$ cat config.mk
export PLATFORM = sky130hd
export DESIGN_NAME = bus_arbiter
export DESIGN_NICKNAME = d
export VERILOG_FILES = /design/src/rtl/soc_bus_pkg.sv /design/src/rtl/bus_arbiter.sv
export SDC_FILE = /design/constraint.sdc
export NUM_CORES = 1
export LEC_CHECK = 0
export BUFFER_PORTS_ARGS = -buffer_cell sky130_fd_sc_hd__buf_4
export CORE_AREA = 2 2 107 109
export CTS_BUF_LIST = sky130_fd_sc_hd__clkbuf_4 sky130_fd_sc_hd__clkbuf_8
export DETAILED_ROUTE_END_ITERATION = 12
export DIE_AREA = 0 0 109 111
export PLACE_DENSITY = 0.45
export SYNTH_ARGS = -nofsm -noshare
export SYNTH_HDL_FRONTEND = slang
export SYNTH_SLANG_ARGS = --single-unit
$ cat constraint.sdc
create_clock -name pll_clk -period 1.5 [get_ports pll_clk]
set_input_delay 0 -clock pll_clk [delete_from_list [all_inputs] [get_ports pll_clk]]
set_output_delay 0 -clock pll_clk [all_outputs]
set_load 0.01 [all_outputs]
$ cat src/rtl/soc_bus_pkg.sv
`default_nettype none

package soc_bus_pkg;

    localparam int addr_w = 32;
    localparam int data_w = 32;
    localparam int mask_w = 4;      // one enable bit per byte lane

    // instruction fetches only ever read
    typedef struct packed {
        logic [addr_w-1:0] addr;
        logic              read;
    } instr_req_t;

    // full request, used by the data master and on the common bus
    typedef struct packed {
        logic [addr_w-1:0] addr;
        logic              read;
        logic              write;
        logic [mask_w-1:0] wmask;
        logic [data_w-1:0] wdata;
    } bus_req_t;

    // ready is a single-cycle pulse that ends the transfer
    typedef struct packed {
        logic [data_w-1:0] rdata;
        logic              ready;
    } bus_rsp_t;

endpackage

`default_nettype wire

$ cat src/rtl/bus_arbiter.sv
`timescale 1ns/1ps
`default_nettype none

module bus_arbiter
    import soc_bus_pkg::*;
(
    input  wire logic       pll_clk,
    input  wire logic       arst_n,
    input  wire instr_req_t instr_req,
    output bus_rsp_t        instr_rsp,
    input  wire bus_req_t   data_req,
    output bus_rsp_t        data_rsp,
    output bus_req_t        mem_req,
    input  wire bus_rsp_t   mem_rsp
);

    logic     locked;
    logic     owner_data;     // which master holds the lock
    logic     data_active;
    logic     grant_data;
    logic     grant_instr;
    bus_req_t instr_wide;

    assign data_active = data_req.read | data_req.write;

    // data wins a tie, but only while the bus is free
    assign grant_data  = locked ? owner_data  : data_active;
    assign grant_instr = locked ? ~owner_data : (~data_active & instr_req.read);

    assign instr_wide = '{
        addr:  instr_req.addr,
        read:  instr_req.read,
        write: 1'b0,
        wmask: '0,
        wdata: '0
    };

    always_comb begin
        if (grant_data) begin
            mem_req = data_req;
        end else if (grant_instr) begin
            mem_req = instr_wide;
        end else begin
            mem_req = '0;
        end
    end

    // ==================================================================
    // the lock keeps the owner until the target answers
    // ==================================================================
    always_ff @(posedge pll_clk or negedge arst_n) begin
        if (!arst_n) begin
            locked     <= 1'b0;
            owner_data <= 1'b0;
        end else if (mem_rsp.ready) begin
            locked <= 1'b0;
        end else if (!locked && (grant_data || grant_instr)) begin
            locked     <= 1'b1;
            owner_data <= grant_data;
        end
    end

    assign instr_rsp.rdata = grant_instr ? mem_rsp.rdata : '0;
    assign instr_rsp.ready = grant_instr & mem_rsp.ready;
    assign data_rsp.rdata  = grant_data ? mem_rsp.rdata : '0;
    assign data_rsp.ready  = grant_data & mem_rsp.ready;

    a_data_rw_excl: assert property (@(posedge pll_clk) disable iff (!arst_n)
        !(data_req.read && data_req.write));

    // an unfinished transfer keeps its address on the common bus
    a_req_held: assert property (@(posedge pll_clk) disable iff (!arst_n)
        (mem_req.read || mem_req.write) && !mem_rsp.ready |=> $stable(mem_req.addr));

endmodule

`default_nettype wire

==> results by group, run 1 <==
Synth
  • Mean Syn Cell Area: 7.18 um^2
  • Syn Nets: 304
  • Post-Syn Instances: 166
  • Cell area after synthesis: 1190 um^2
  • Ys Warns: 0
  • FF+latch count, synth: 2
  • Synth unique cells: 18
  • Seq/Total Area, Yosys: 0.0420
  • Post-synth ARST share: 1.00
  • Top cell type's share of synthesized area: 0.535
  • Post-synth top cells: and2_1, a22o_1, buf_6, clkbuf_2
  • Synth area leaders: and2_1, a22o_1, buf_6
  • Yosys top cell by area: and2_1
  • EDFF count, synth: 0
  • Most common cell in the netlist: and2_1
  • Top_reg_cell synth: dfrtp_1

Layout
  • Ant diodes: 0
  • Design Area, Final: 3880 um^2
  • Share of post-route cells with drive strength above 1: 0.746
  • Utilization after layout: 0.350
  • Area grow syn2layout: 225%
  • Nets: 577
  • Multi-input logic area: 1100 um^2
  • Reg area: 50.0 um^2
  • # fillers: 1187

Pwr
  • Internal Power: 1.37 mW
  • Psw: 0.776 mW
  • Sw Ratio: 0.361
  • Reg power frac: 0.031
  • Clk pwr share: 0.098
  • Lkg Pwr: 2.06 nW
  • Max VDD drop: 466 uV
  • Comb pwr share: 0.871
  • Tot Pwr: 2.15 mW
  • PwrDens: 554 nW/um^2

Floorplan
  • Num rows: 39
  • Die Y: 111 um
  • Die Wd: 109 um
  • Die area: 12100 um^2
  • CORE AREA: 11100 um^2
  • Starting Density: 0.108
  • IO Count: 274

Routing
  • Via count: 2244
  • Final WL: 9540 um
  • WL/cell: 16.4 um
  • Routed Antenna Nets: 0
  • Via density per instance: 3.87
  • Drt pass-1 iters: 4
  • DRC: 0
  • Starting DRT DRC Count: 100

Worst setup path
  • Max FO, Critical Path: 40
  • Slowest library cell on the worst path: dfrtp_1
  • Setup crit end kind: output port
  • Critical Path AT: 1.55 ns
  • Critical path class: reg -> out
  • Crit path largest cell delay: 0.39 ns
  • Crit path launch type: flip-flop
  • Cells along the critical path: nor2b_4, nor2_4, buf_12, a22o_1, buf_6
  • Reg-to-reg slack, setup: 0.47 ns
  • Worst EP required: 1.50 ns

Timing
  • Part of the cycle the worst path needs: 1.03
  • FMAX: 0.644 GHz
  • Final Hold Vio Count: 0
  • Minimum clock period: 1.55 ns
  • Slew Limit Fails: 0
  • Unrepaired setup endpoints after global routing: true
  • Endpoints failing setup: 62
  • Setup Skew: 0.00232 ns
  • Worst hold slack: 0.0605 ns
  • Slew @ Worst Pin: 0.236 ns
  • Setup ws final: -0.0524 ns
  • Max_slew headroom: 0.842

Flow run
  • Max-cap viol count: 0

Clock tree
  • Deepest clock path buffer count: 2
  • Clock transition at the registers of the reported paths: 0.03 ns
  • Worst-skew pair later-pin latency: 0.21 ns
  • CTS tree: done
  • Num CTS Buffers: 3
  • Root buffer cell: clkbuf_8
  • TritonCTS Sinks: 2
  • H-tree Lvls: 1

Status
  • Status: complete, but fails checks
  • Violated checks: setup timing

Placement
  • DPL Wire Length: 7400 um
  • Placed cell areas: 3360 um^2
  • Buffers added on ports: 273
  • GPL Wtd Cong: 0.873

GRT
  • Pin count of the biggest net entering global routing: 62
  • First-pass GRT wire length: 12200 um
  • Total congestion overflow: 0
  • Gr usage total: 0.130
  • Number of global-route vias before repair: 2060
  • Initial antenna violation count: 0

Worst hold path
  • Hold Path Class: in -> reg
[metal layers]
metal	vias up	part of all wire	wire, um	global-route usage
li1	1096	-	-	-
met1	1014	0.35	3330	0.141
met2	122	0.55	5270	0.260
met3	12	0.086	818	0.0229
met4	0	0.012	110	0.0205
met5	-	0	0	0
[layout by cell type (no fill, tap or decap)]
cell	instances
dfrtp_1	2
buf_4	212
nor2_4	1
clkbuf_16	2
a22o_1	32
or2_2	1
and2_1	70
a21o_2	1
nor2b_1	1
a22o_4	1
nand2_1	1
mux2_2	1
clkbuf_8	3
nor2_1	2
and2_4	32
buf_12	6
nor3_1	1
nor3_2	1
dlygate4sd3_1	2
buf_6	63
nor2b_4	1
buf_8	1
[registers in the layout, indices dropped and copies added, names as in the netlist]
| register | count |
|---|---|
| locked | 1 |
| owner_data | 1 |
[final timing paths]
| check | end | from | depth (start not counted) |
|---|---|---|---|
| setup / recovery | mem_req[55] | locked$_DFFE_PN0P_ | 5 |
| hold / removal | locked$_DFFE_PN0P_ | instr_req[0] | 3 |
| setup reg to reg | owner_data$_DFFE_PN0P_ | locked$_DFFE_PN0P_ | 4 |
| hold reg to reg | owner_data$_DFFE_PN0P_ | owner_data$_DFFE_PN0P_ | 1 |
| max in group asynchronous | locked$_DFFE_PN0P_ | arst_n | 2 |
| min in group asynchronous | owner_data$_DFFE_PN0P_ | arst_n | 2 |
[power by group through the flow]
stage | combinational (mW) | clock, mW | sequential (mW)
3_5_place_dp | 1.55 | 0 | 0.0672
6_report | 1.87 | 0.211 | 0.0665
3_3_place_gp | 1.55 | 0 | 0.0668
4_1_cts | 1.65 | 0.219 | 0.0665
2_1_floorplan | 0.654 | 0 | 0.0661
5_1_grt | 1.99 | 0.224 | 0.0671
[cell families (layout without fill, tap and decap cells)]
| family | Yosys count | after routing | synth area share |
|---|---|---|---|
| buffers and inverters | 18 | 289 | 0.115 |
| and+or+nand+nor | 111 | 111 | 0.584 |
| muxes | 1 | 1 | 0.00944 |
| DFF | 2 | 2 | 0.0420 |
| AOI/OAI and AO/OA | 34 | 34 | 0.249 |
[final cells by class]
class                      instances  share of cell area
tap                              143              0.0462
sequential                         2              0.0129
timing repair buffer             286               0.647
clock buffer                       3              0.0107
multi-input combinational        146               0.284
[what timing repair did]
item,4_1_cts,5_1_grt
setup endpoints to repair,106,134
gates cloned,0,4
hold buffers,2,0
pin swaps,2,24
gates resized for setup,34,68
endpoints found under the hold margin,3,0
buffers inserted,1,1
[per-stage QoR]
step	setup WS [ns]	TNS [ns]	std cells
6_report	-0.0524	-0.948	580
4_1_cts	-0.0634	-1.33	575
3_5_place_dp	0.142	0	569
5_1_grt	-0.135	-8.73	580
3_3_place_gp	0.171	0	569
2_1_floorplan	0.340	0	166
[worst max-delay path: cells and delay by family (launching register included)]
family | cells | cell delay [ns]
and+or+nand+nor | 2 | 0.38
AOI/OAI and AO/OA | 1 | 0.21
buffers and inverters | 2 | 0.34
DFF | 1 | 0.39
(Power assumes the default switching activity.)
==> inputs of run 2 (changes only) <==
--- a/config.mk
+++ b/config.mk
@@ -6,11 +6,11 @@
 export NUM_CORES = 1
 export LEC_CHECK = 0
 export BUFFER_PORTS_ARGS = -buffer_cell sky130_fd_sc_hd__buf_4
-export CORE_AREA = 2 2 107 109
+export CORE_AREA = 3 3 105 107
 export CTS_BUF_LIST = sky130_fd_sc_hd__clkbuf_4 sky130_fd_sc_hd__clkbuf_8
 export DETAILED_ROUTE_END_ITERATION = 12
-export DIE_AREA = 0 0 109 111
-export PLACE_DENSITY = 0.45
+export DIE_AREA = 0 0 108 110
+export PLACE_DENSITY = 0.47
 export SYNTH_ARGS = -nofsm -noshare
 export SYNTH_HDL_FRONTEND = slang
 export SYNTH_SLANG_ARGS = --single-unit
==> results by group, run 2 (synthesized netlist as in run 1, its figures left out) <==
Worst setup path
  • Crit path launch type: flip-flop
  • Max FO, Critical Path: 36 (-10%)
  • Crit path largest cell delay: 0.42 ns (+0.03 ns)
  • Slowest library cell on the worst path: dfrtp_1
  • Critical Path AT: 1.55 ns (about the same)
  • Worst EP required: 1.50 ns (about the same)
  • Setup crit end kind: output port
  • Reg-to-reg slack, setup: 0.57 ns (+0.10 ns)
  • Critical path class: reg -> out
  • Top delay family on crit path: compound AO/OA/AOI/OAI gates
  • Cells along the critical path: nor2b_4, a21o_2, buf_12, a22o_1, buf_4
  • Critical path buffers and inverters: 2 (unchanged)

Clock tree
  • H-tree Lvls: 1 (unchanged)
  • Deepest clock path buffer count: 2 (unchanged)
  • Num CTS Buffers: 3 (unchanged)
  • CTS tree: done
  • Root buffer cell: clkbuf_8
  • Clock transition at the registers of the reported paths: 0.03 ns (about the same)
  • Worst-skew pair later-pin latency: 0.21 ns (about the same)
  • TritonCTS Sinks: 2 (unchanged)

Flow run
  • Max-cap viol count: 0 (unchanged)

Placement
  • Placed cell areas: 3350 um^2 (-0.48%)
  • Buffers added on ports: 273 (unchanged)
  • Placed insts: 561 (-1.4%)
  • GPL Wtd Cong: 0.751 (-14%)
  • DPL Wire Length: 6740 um (-8.9%)

Layout
  • Fin cells: 573 (-1.2%)
  • Nets: 577 (unchanged)
  • Ant diodes: 0 (unchanged)
  • Most frequent cells in the layout: buf_4, and2_1, buf_6
  • Share of post-route cells with drive strength above 1: 0.744 (-0.00229)
  • Largest regs: locked (1), owner_data (1)
  • Area grow syn2layout: 216%
  • Utilization after layout: 0.368 (+0.0182)
  • Design Area, Final: 3770 um^2 (-2.8%)
  • Most common cell after layout, fill and taps aside: buf_4

Routing
  • Routed Antenna Nets: 0 (unchanged)
  • Drt pass-1 iters: 4 (unchanged)
  • Starting DRT DRC Count: 78 (-22%)
  • Via count: 2247 (+0.13%)
  • Via density per instance: 3.92 (+1.4%)
  • Final WL: 8600 um (-9.9%)
  • DRC: 0 (unchanged)
  • WL/cell: 15.0 um (-8.8%)

Pwr
  • Lkg Pwr: 2.03 nW (-1.5%)
  • Psw: 0.736 mW (-5.2%)
  • Comb pwr share: 0.866 (-0.005)
  • Max VDD drop: 603 uV (+29%)
  • PwrDens: 544 nW/um^2 (-1.8%)
  • Reg power frac: 0.033 (+0.002)
  • Sw Ratio: 0.359 (-0.00238)
  • Clk pwr share: 0.102 (+0.004)
  • Internal Power: 1.31 mW (-4.2%)

Timing
  • Unrepaired setup endpoints after global routing: true
  • Part of the cycle the worst path needs: 1.03 (about the same)
  • Worst hold slack: 0.0539 ns (-0.00658 ns)
  • Slew @ Worst Pin: 0.226 ns (-0.00996 ns)
  • Setup ws final: -0.0512 ns (+0.00113 ns)
  • Minimum clock period: 1.55 ns (-0.00113 ns)
  • Setup_tns: -1.48 ns (-0.531 ns)
  • FMAX: 0.645 GHz (about the same)
  • Setup Skew: 0.00214 ns (-0.000178 ns)
  • Endpoints failing setup: 64 (+3.2%)
  • Max_slew headroom: 0.849 (+0.00666)
  • Slew Limit Fails: 0 (unchanged)
  • Final Hold Vio Count: 0 (unchanged)

GRT
  • Gr usage total: 0.114 (-0.0167)
  • Number of global-route vias before repair: 2046 (-0.68%)
  • Total congestion overflow: 0 (unchanged)
  • Pin count of the biggest net entering global routing: 45 (-27%)
  • First-pass GRT wire length: 10800 um (-11%)
  • Initial antenna violation count: 0 (unchanged)

Floorplan
  • CORE AREA: 10200 um^2 (-7.6%)
  • Die area: 11900 um^2 (-1.8%)
  • Die Wd: 108 um (-0.92%)
  • IO Count: 274 (unchanged)
  • Die Y: 110 um (-0.90%)
  • Starting Density: 0.117 (+0.00890)
  • Num rows: 37 (-5.1%)

Status
  • Status: complete, but fails checks
  • Violated checks: setup timing

Worst hold path
  • Hold Path Class: in -> reg
## run 2: path summary, 6_finish.rpt
| kind | cells past startpoint | startpoint | end |
|---|---|---|---|
| max | 5 | locked$_DFFE_PN0P_ | mem_req[49] |
| min | 3 | instr_req[0] | locked$_DFFE_PN0P_ |
| max reg2reg | 3 | locked$_DFFE_PN0P_ | owner_data$_DFFE_PN0P_ |
| min reg2reg | 1 | owner_data$_DFFE_PN0P_ | owner_data$_DFFE_PN0P_ |
| max in group asynchronous | 2 | arst_n | locked$_DFFE_PN0P_ |
| min in group asynchronous | 2 | arst_n | owner_data$_DFFE_PN0P_ |
## run 2: what timing repair did
item | CTS | global route
gates cloned | 1 | 3
gates resized for setup | 8 | 65
buffers inserted | 2 | 1
pin swaps | 2 | 29
endpoints found under the setup margin | 75 | 135
hold buffers | 2 | 0
hold endpoints to repair | 3 | 0
## run 2: cell type report
type                       instances  area, um^2
timing repair buffer             286        2410
fill                            1070        6460
sequential                         2        50.0
tap                              136         170
clock buffer                       3        41.3
multi-input combinational        146        1100
## run 2: power groups by stage
stage	logic (mW)	clock network, mW	registers, mW
2_1_floorplan	0.654	0	0.0661
3_3_place_gp	1.54	0	0.0665
3_5_place_dp	1.53	0	0.0670
4_1_cts	1.60	0.215	0.0669
5_1_grt	1.90	0.223	0.0678
6_report	1.77	0.209	0.0670
## run 2: metrics by stage
stage                     setup slack, ns  total power [mW]
after floorplan                     0.340             0.720
after global placement              0.104              1.60
after detailed placement           0.0727              1.60
after CTS                         -0.0574              1.88
after global routing               -0.101              2.19
final                             -0.0512              2.05
## run 2: layer usage
| layer | wire length [um] | part of all wire | global-route usage | vias to the layer above |
|---|---|---|---|---|
| li1 | - | - | - | 1095 |
| met1 | 2970 | 0.35 | 0.124 | 1013 |
| met2 | 4720 | 0.55 | 0.228 | 137 |
| met3 | 892 | 0.10 | 0.0291 | 2 |
| met4 | 12 | 0.0014 | 0.00812 | 0 |
| met5 | 0 | 0 | 0 | - |
## run 2: worst register-to-register path, stage by stage, from the launching register on
cell and delay (ns):
dfrtp_1 0.42, nor2_1 0.16, nand2_1 0.07, a22o_1 0.18
==> inputs of run 3 (changes only) <==
--- a/config.mk
+++ b/config.mk
@@ -6,11 +6,11 @@
 export NUM_CORES = 1
 export LEC_CHECK = 0
 export BUFFER_PORTS_ARGS = -buffer_cell sky130_fd_sc_hd__buf_4
-export CORE_AREA = 3 3 105 107
+export CORE_AREA = 3 3 106 108
 export CTS_BUF_LIST = sky130_fd_sc_hd__clkbuf_4 sky130_fd_sc_hd__clkbuf_8
 export DETAILED_ROUTE_END_ITERATION = 12
-export DIE_AREA = 0 0 108 110
-export PLACE_DENSITY = 0.47
+export DIE_AREA = 0 0 109 111
+export PLACE_DENSITY = 0.46
 export SYNTH_ARGS = -nofsm -noshare
 export SYNTH_HDL_FRONTEND = slang
 export SYNTH_SLANG_ARGS = --single-unit
==> constraint.sdc (replaced) <==
create_clock -name pll_clk -period 1.9 [get_ports pll_clk]
set_input_delay 0 -clock pll_clk [delete_from_list [all_inputs] [get_ports pll_clk]]
set_output_delay 0 -clock pll_clk [all_outputs]
set_load 0.01 [all_outputs]
==> results by group, run 3 (synthesized netlist as in run 1, its figures left out) <==
Clock tree
  • Num CTS Buffers: 3 (unchanged)
  • Post-CTS setup buffer count: 0 (-2)
  • CTS tree: done
  • Hold_buf cts: 2 (unchanged)
  • TritonCTS Sinks: 2 (unchanged)
  • Deepest clock path buffer count: 2 (unchanged)
  • Worst-skew pair later-pin latency: 0.21 ns (about the same)
  • H-tree Lvls: 1 (unchanged)
  • Post-CTS sizing: 0 (-8)
  • Clock transition at the registers of the reported paths: 0.03 ns (about the same)
  • Root buffer cell: clkbuf_8

Layout
  • # fillers: 1092 (+2.1%)
  • Share of post-route cells with drive strength above 1: 0.664 (-0.0794)
  • Area grow syn2layout: 185%
  • Nets: 569 (-1.4%)
  • Ant diodes: 0 (unchanged)
  • Fin cells: 565 (-1.4%)
  • Largest regs: locked (1), owner_data (1)
  • Most frequent cells in the layout: buf_4, and2_1, a22o_1
  • Most common cell after layout, fill and taps aside: buf_4

Routing
  • Starting DRT DRC Count: 62 (-21%)
  • Via density per instance: 3.80 (-3.1%)
  • Routed Antenna Nets: 0 (unchanged)
  • WL/cell: 14.1 um (-6.1%)
  • Final WL: 7960 um (-7.4%)
  • Drt pass-1 iters: 4 (unchanged)
  • DRC: 0 (unchanged)
  • Via count: 2147 (-4.5%)

Worst hold path
  • Hold Path Class: in -> reg

Worst setup path
  • Max FO, Critical Path: 55 (+53%)
  • Worst EP required: 1.90 ns (+0.40 ns)
  • Setup crit end kind: output port
  • Slowest library cell on the worst path: dfrtp_1
  • Critical path class: reg -> out
  • Critical path buffers and inverters: 2 (unchanged)
  • Crit path launch type: flip-flop
  • Cells along the critical path: nor2b_4, nor2_4, buf_12, mux2_2, buf_4
  • Crit path largest cell delay: 0.40 ns (-0.02 ns)
  • Top delay family on crit path: flip-flops
  • Critical Path AT: 1.66 ns (+0.11 ns)

Floorplan
  • Starting Density: 0.116 (-0.00105)
  • Die Wd: 109 um (+0.93%)
  • CORE AREA: 10300 um^2 (+0.91%)
  • Num rows: 37 (unchanged)
  • Die Y: 111 um (+0.91%)
  • Die area: 12100 um^2 (+1.8%)
  • IO Count: 274 (unchanged)

GRT
  • Total congestion overflow: 0 (unchanged)
  • Met2 GRT Util: 0.234 (+0.00558)
  • Number of global-route vias before repair: 2139 (+4.5%)
  • GR Layer Usage met1: 0.127 (+0.00320)
  • Gr usage total: 0.116 (+0.00244)
  • Met3 Use GR: 0.0163 (-0.0128)
  • Pin count of the biggest net entering global routing: 66 (+47%)
  • Busiest grt layer: met2
  • First-pass GRT wire length: 11400 um (+5.1%)
  • Initial antenna violation count: 0 (unchanged)

Placement
  • GPL Wtd Cong: 0.835 (+11%)
  • Buffers added on ports: 273 (unchanged)
  • Placed insts: 560 (-0.18%)
  • DPL Wire Length: 6680 um (-0.92%)

Timing
  • Setup_tns: 0 ns (+1.48 ns)
  • Setup Skew: 0.00254 ns (+0.000400 ns)
  • Endpoints failing setup: 0 (-100%)
  • Slew Limit Fails: 0 (unchanged)
  • Final Hold Vio Count: 0 (unchanged)
  • Minimum clock period: 1.66 ns
  • FMAX: 0.603 GHz
  • Slew @ Worst Pin: 0.279 ns (+0.0523 ns)
  • Max_slew headroom: 0.814 (-0.0345)
  • Unrepaired setup endpoints after global routing: false
  • Part of the cycle the worst path needs: 0.874

Pwr
  • PwrDens: 417 nW/um^2 (-23%)
  • Clk pwr share: 0.117 (+0.015)
  • Comb pwr share: 0.846 (-0.020)
  • Lkg Pwr: 1.85 nW (-9.0%)
  • Sw Ratio: 0.377 (+0.0182)
  • Psw: 0.535 mW (-27%)
  • Max VDD drop: 273 uV (-55%)
  • Internal Power: 0.883 mW (-33%)
  • Reg power frac: 0.037 (+0.004)

Flow run
  • Max-cap viol count: 0 (unchanged)

Status
  • Status: finished, final reports clean
[run 3: power by group through the flow]
| stage | registers, mW | clock network (mW) | logic [mW] |
|---|---|---|---|
| 4_1_cts | 0.0527 | 0.171 | 1.22 |
| 2_1_floorplan | 0.0522 | 0 | 0.516 |
| 5_1_grt | 0.0532 | 0.180 | 1.29 |
| 3_5_place_dp | 0.0531 | 0 | 1.21 |
| 6_report | 0.0529 | 0.166 | 1.20 |
| 3_3_place_gp | 0.0527 | 0 | 1.21 |
[run 3: worst paths after layout]
kind / startpoint / slack (ns) / to / depth (start not counted)
min in group asynchronous: arst_n / 0.12 / locked$_DFFE_PN0P_ / 2
min: instr_req[0] / 0.07 / locked$_DFFE_PN0P_ / 3
max: locked$_DFFE_PN0P_ / 0.24 / mem_req[37] / 5
min reg2reg: owner_data$_DFFE_PN0P_ / 0.57 / owner_data$_DFFE_PN0P_ / 1
max in group asynchronous: arst_n / 1.69 / owner_data$_DFFE_PN0P_ / 2
max reg2reg: locked$_DFFE_PN0P_ / 0.96 / owner_data$_DFFE_PN0P_ / 3
[run 3: routing by layer]
metal	vias to the layer above	part of all wire
met1	939	0.36
met3	4	0.089
li1	1077	-
met5	-	0
met2	127	0.55
met4	0	0.0034
[run 3: per-stage QoR]
stage	worst slack, ns	instance area, um^2	hold WS [ns]	utilization	power (mW)
2_1_floorplan	0.740	1190	-0.296	-	0.568
3_3_place_gp	0.466	3340	-0.213	0.324	1.27
3_5_place_dp	0.438	3340	-0.213	0.324	1.26
4_1_cts	0.209	3400	0.0616	0.330	1.44
5_1_grt	0.138	3400	0.0692	0.330	1.53
6_report	0.240	3400	0.0664	0.330	1.42
[run 3: area by class of cell]
type | count | area [um^2] | area share
Timing Repair Buffer | 278 | 2130 | 0.626
Multi-Input combinational cell | 146 | 1010 | 0.297
Tap cell | 136 | 170 | 0.0500
Sequential cell | 2 | 50.0 | 0.0147
Clock buffer | 3 | 41.3 | 0.0121
[run 3: tightest hold or removal path: stages]
cell and delay [ns]:
buf_4 0.10, nor3_1 0.05, nor2_1 0.08
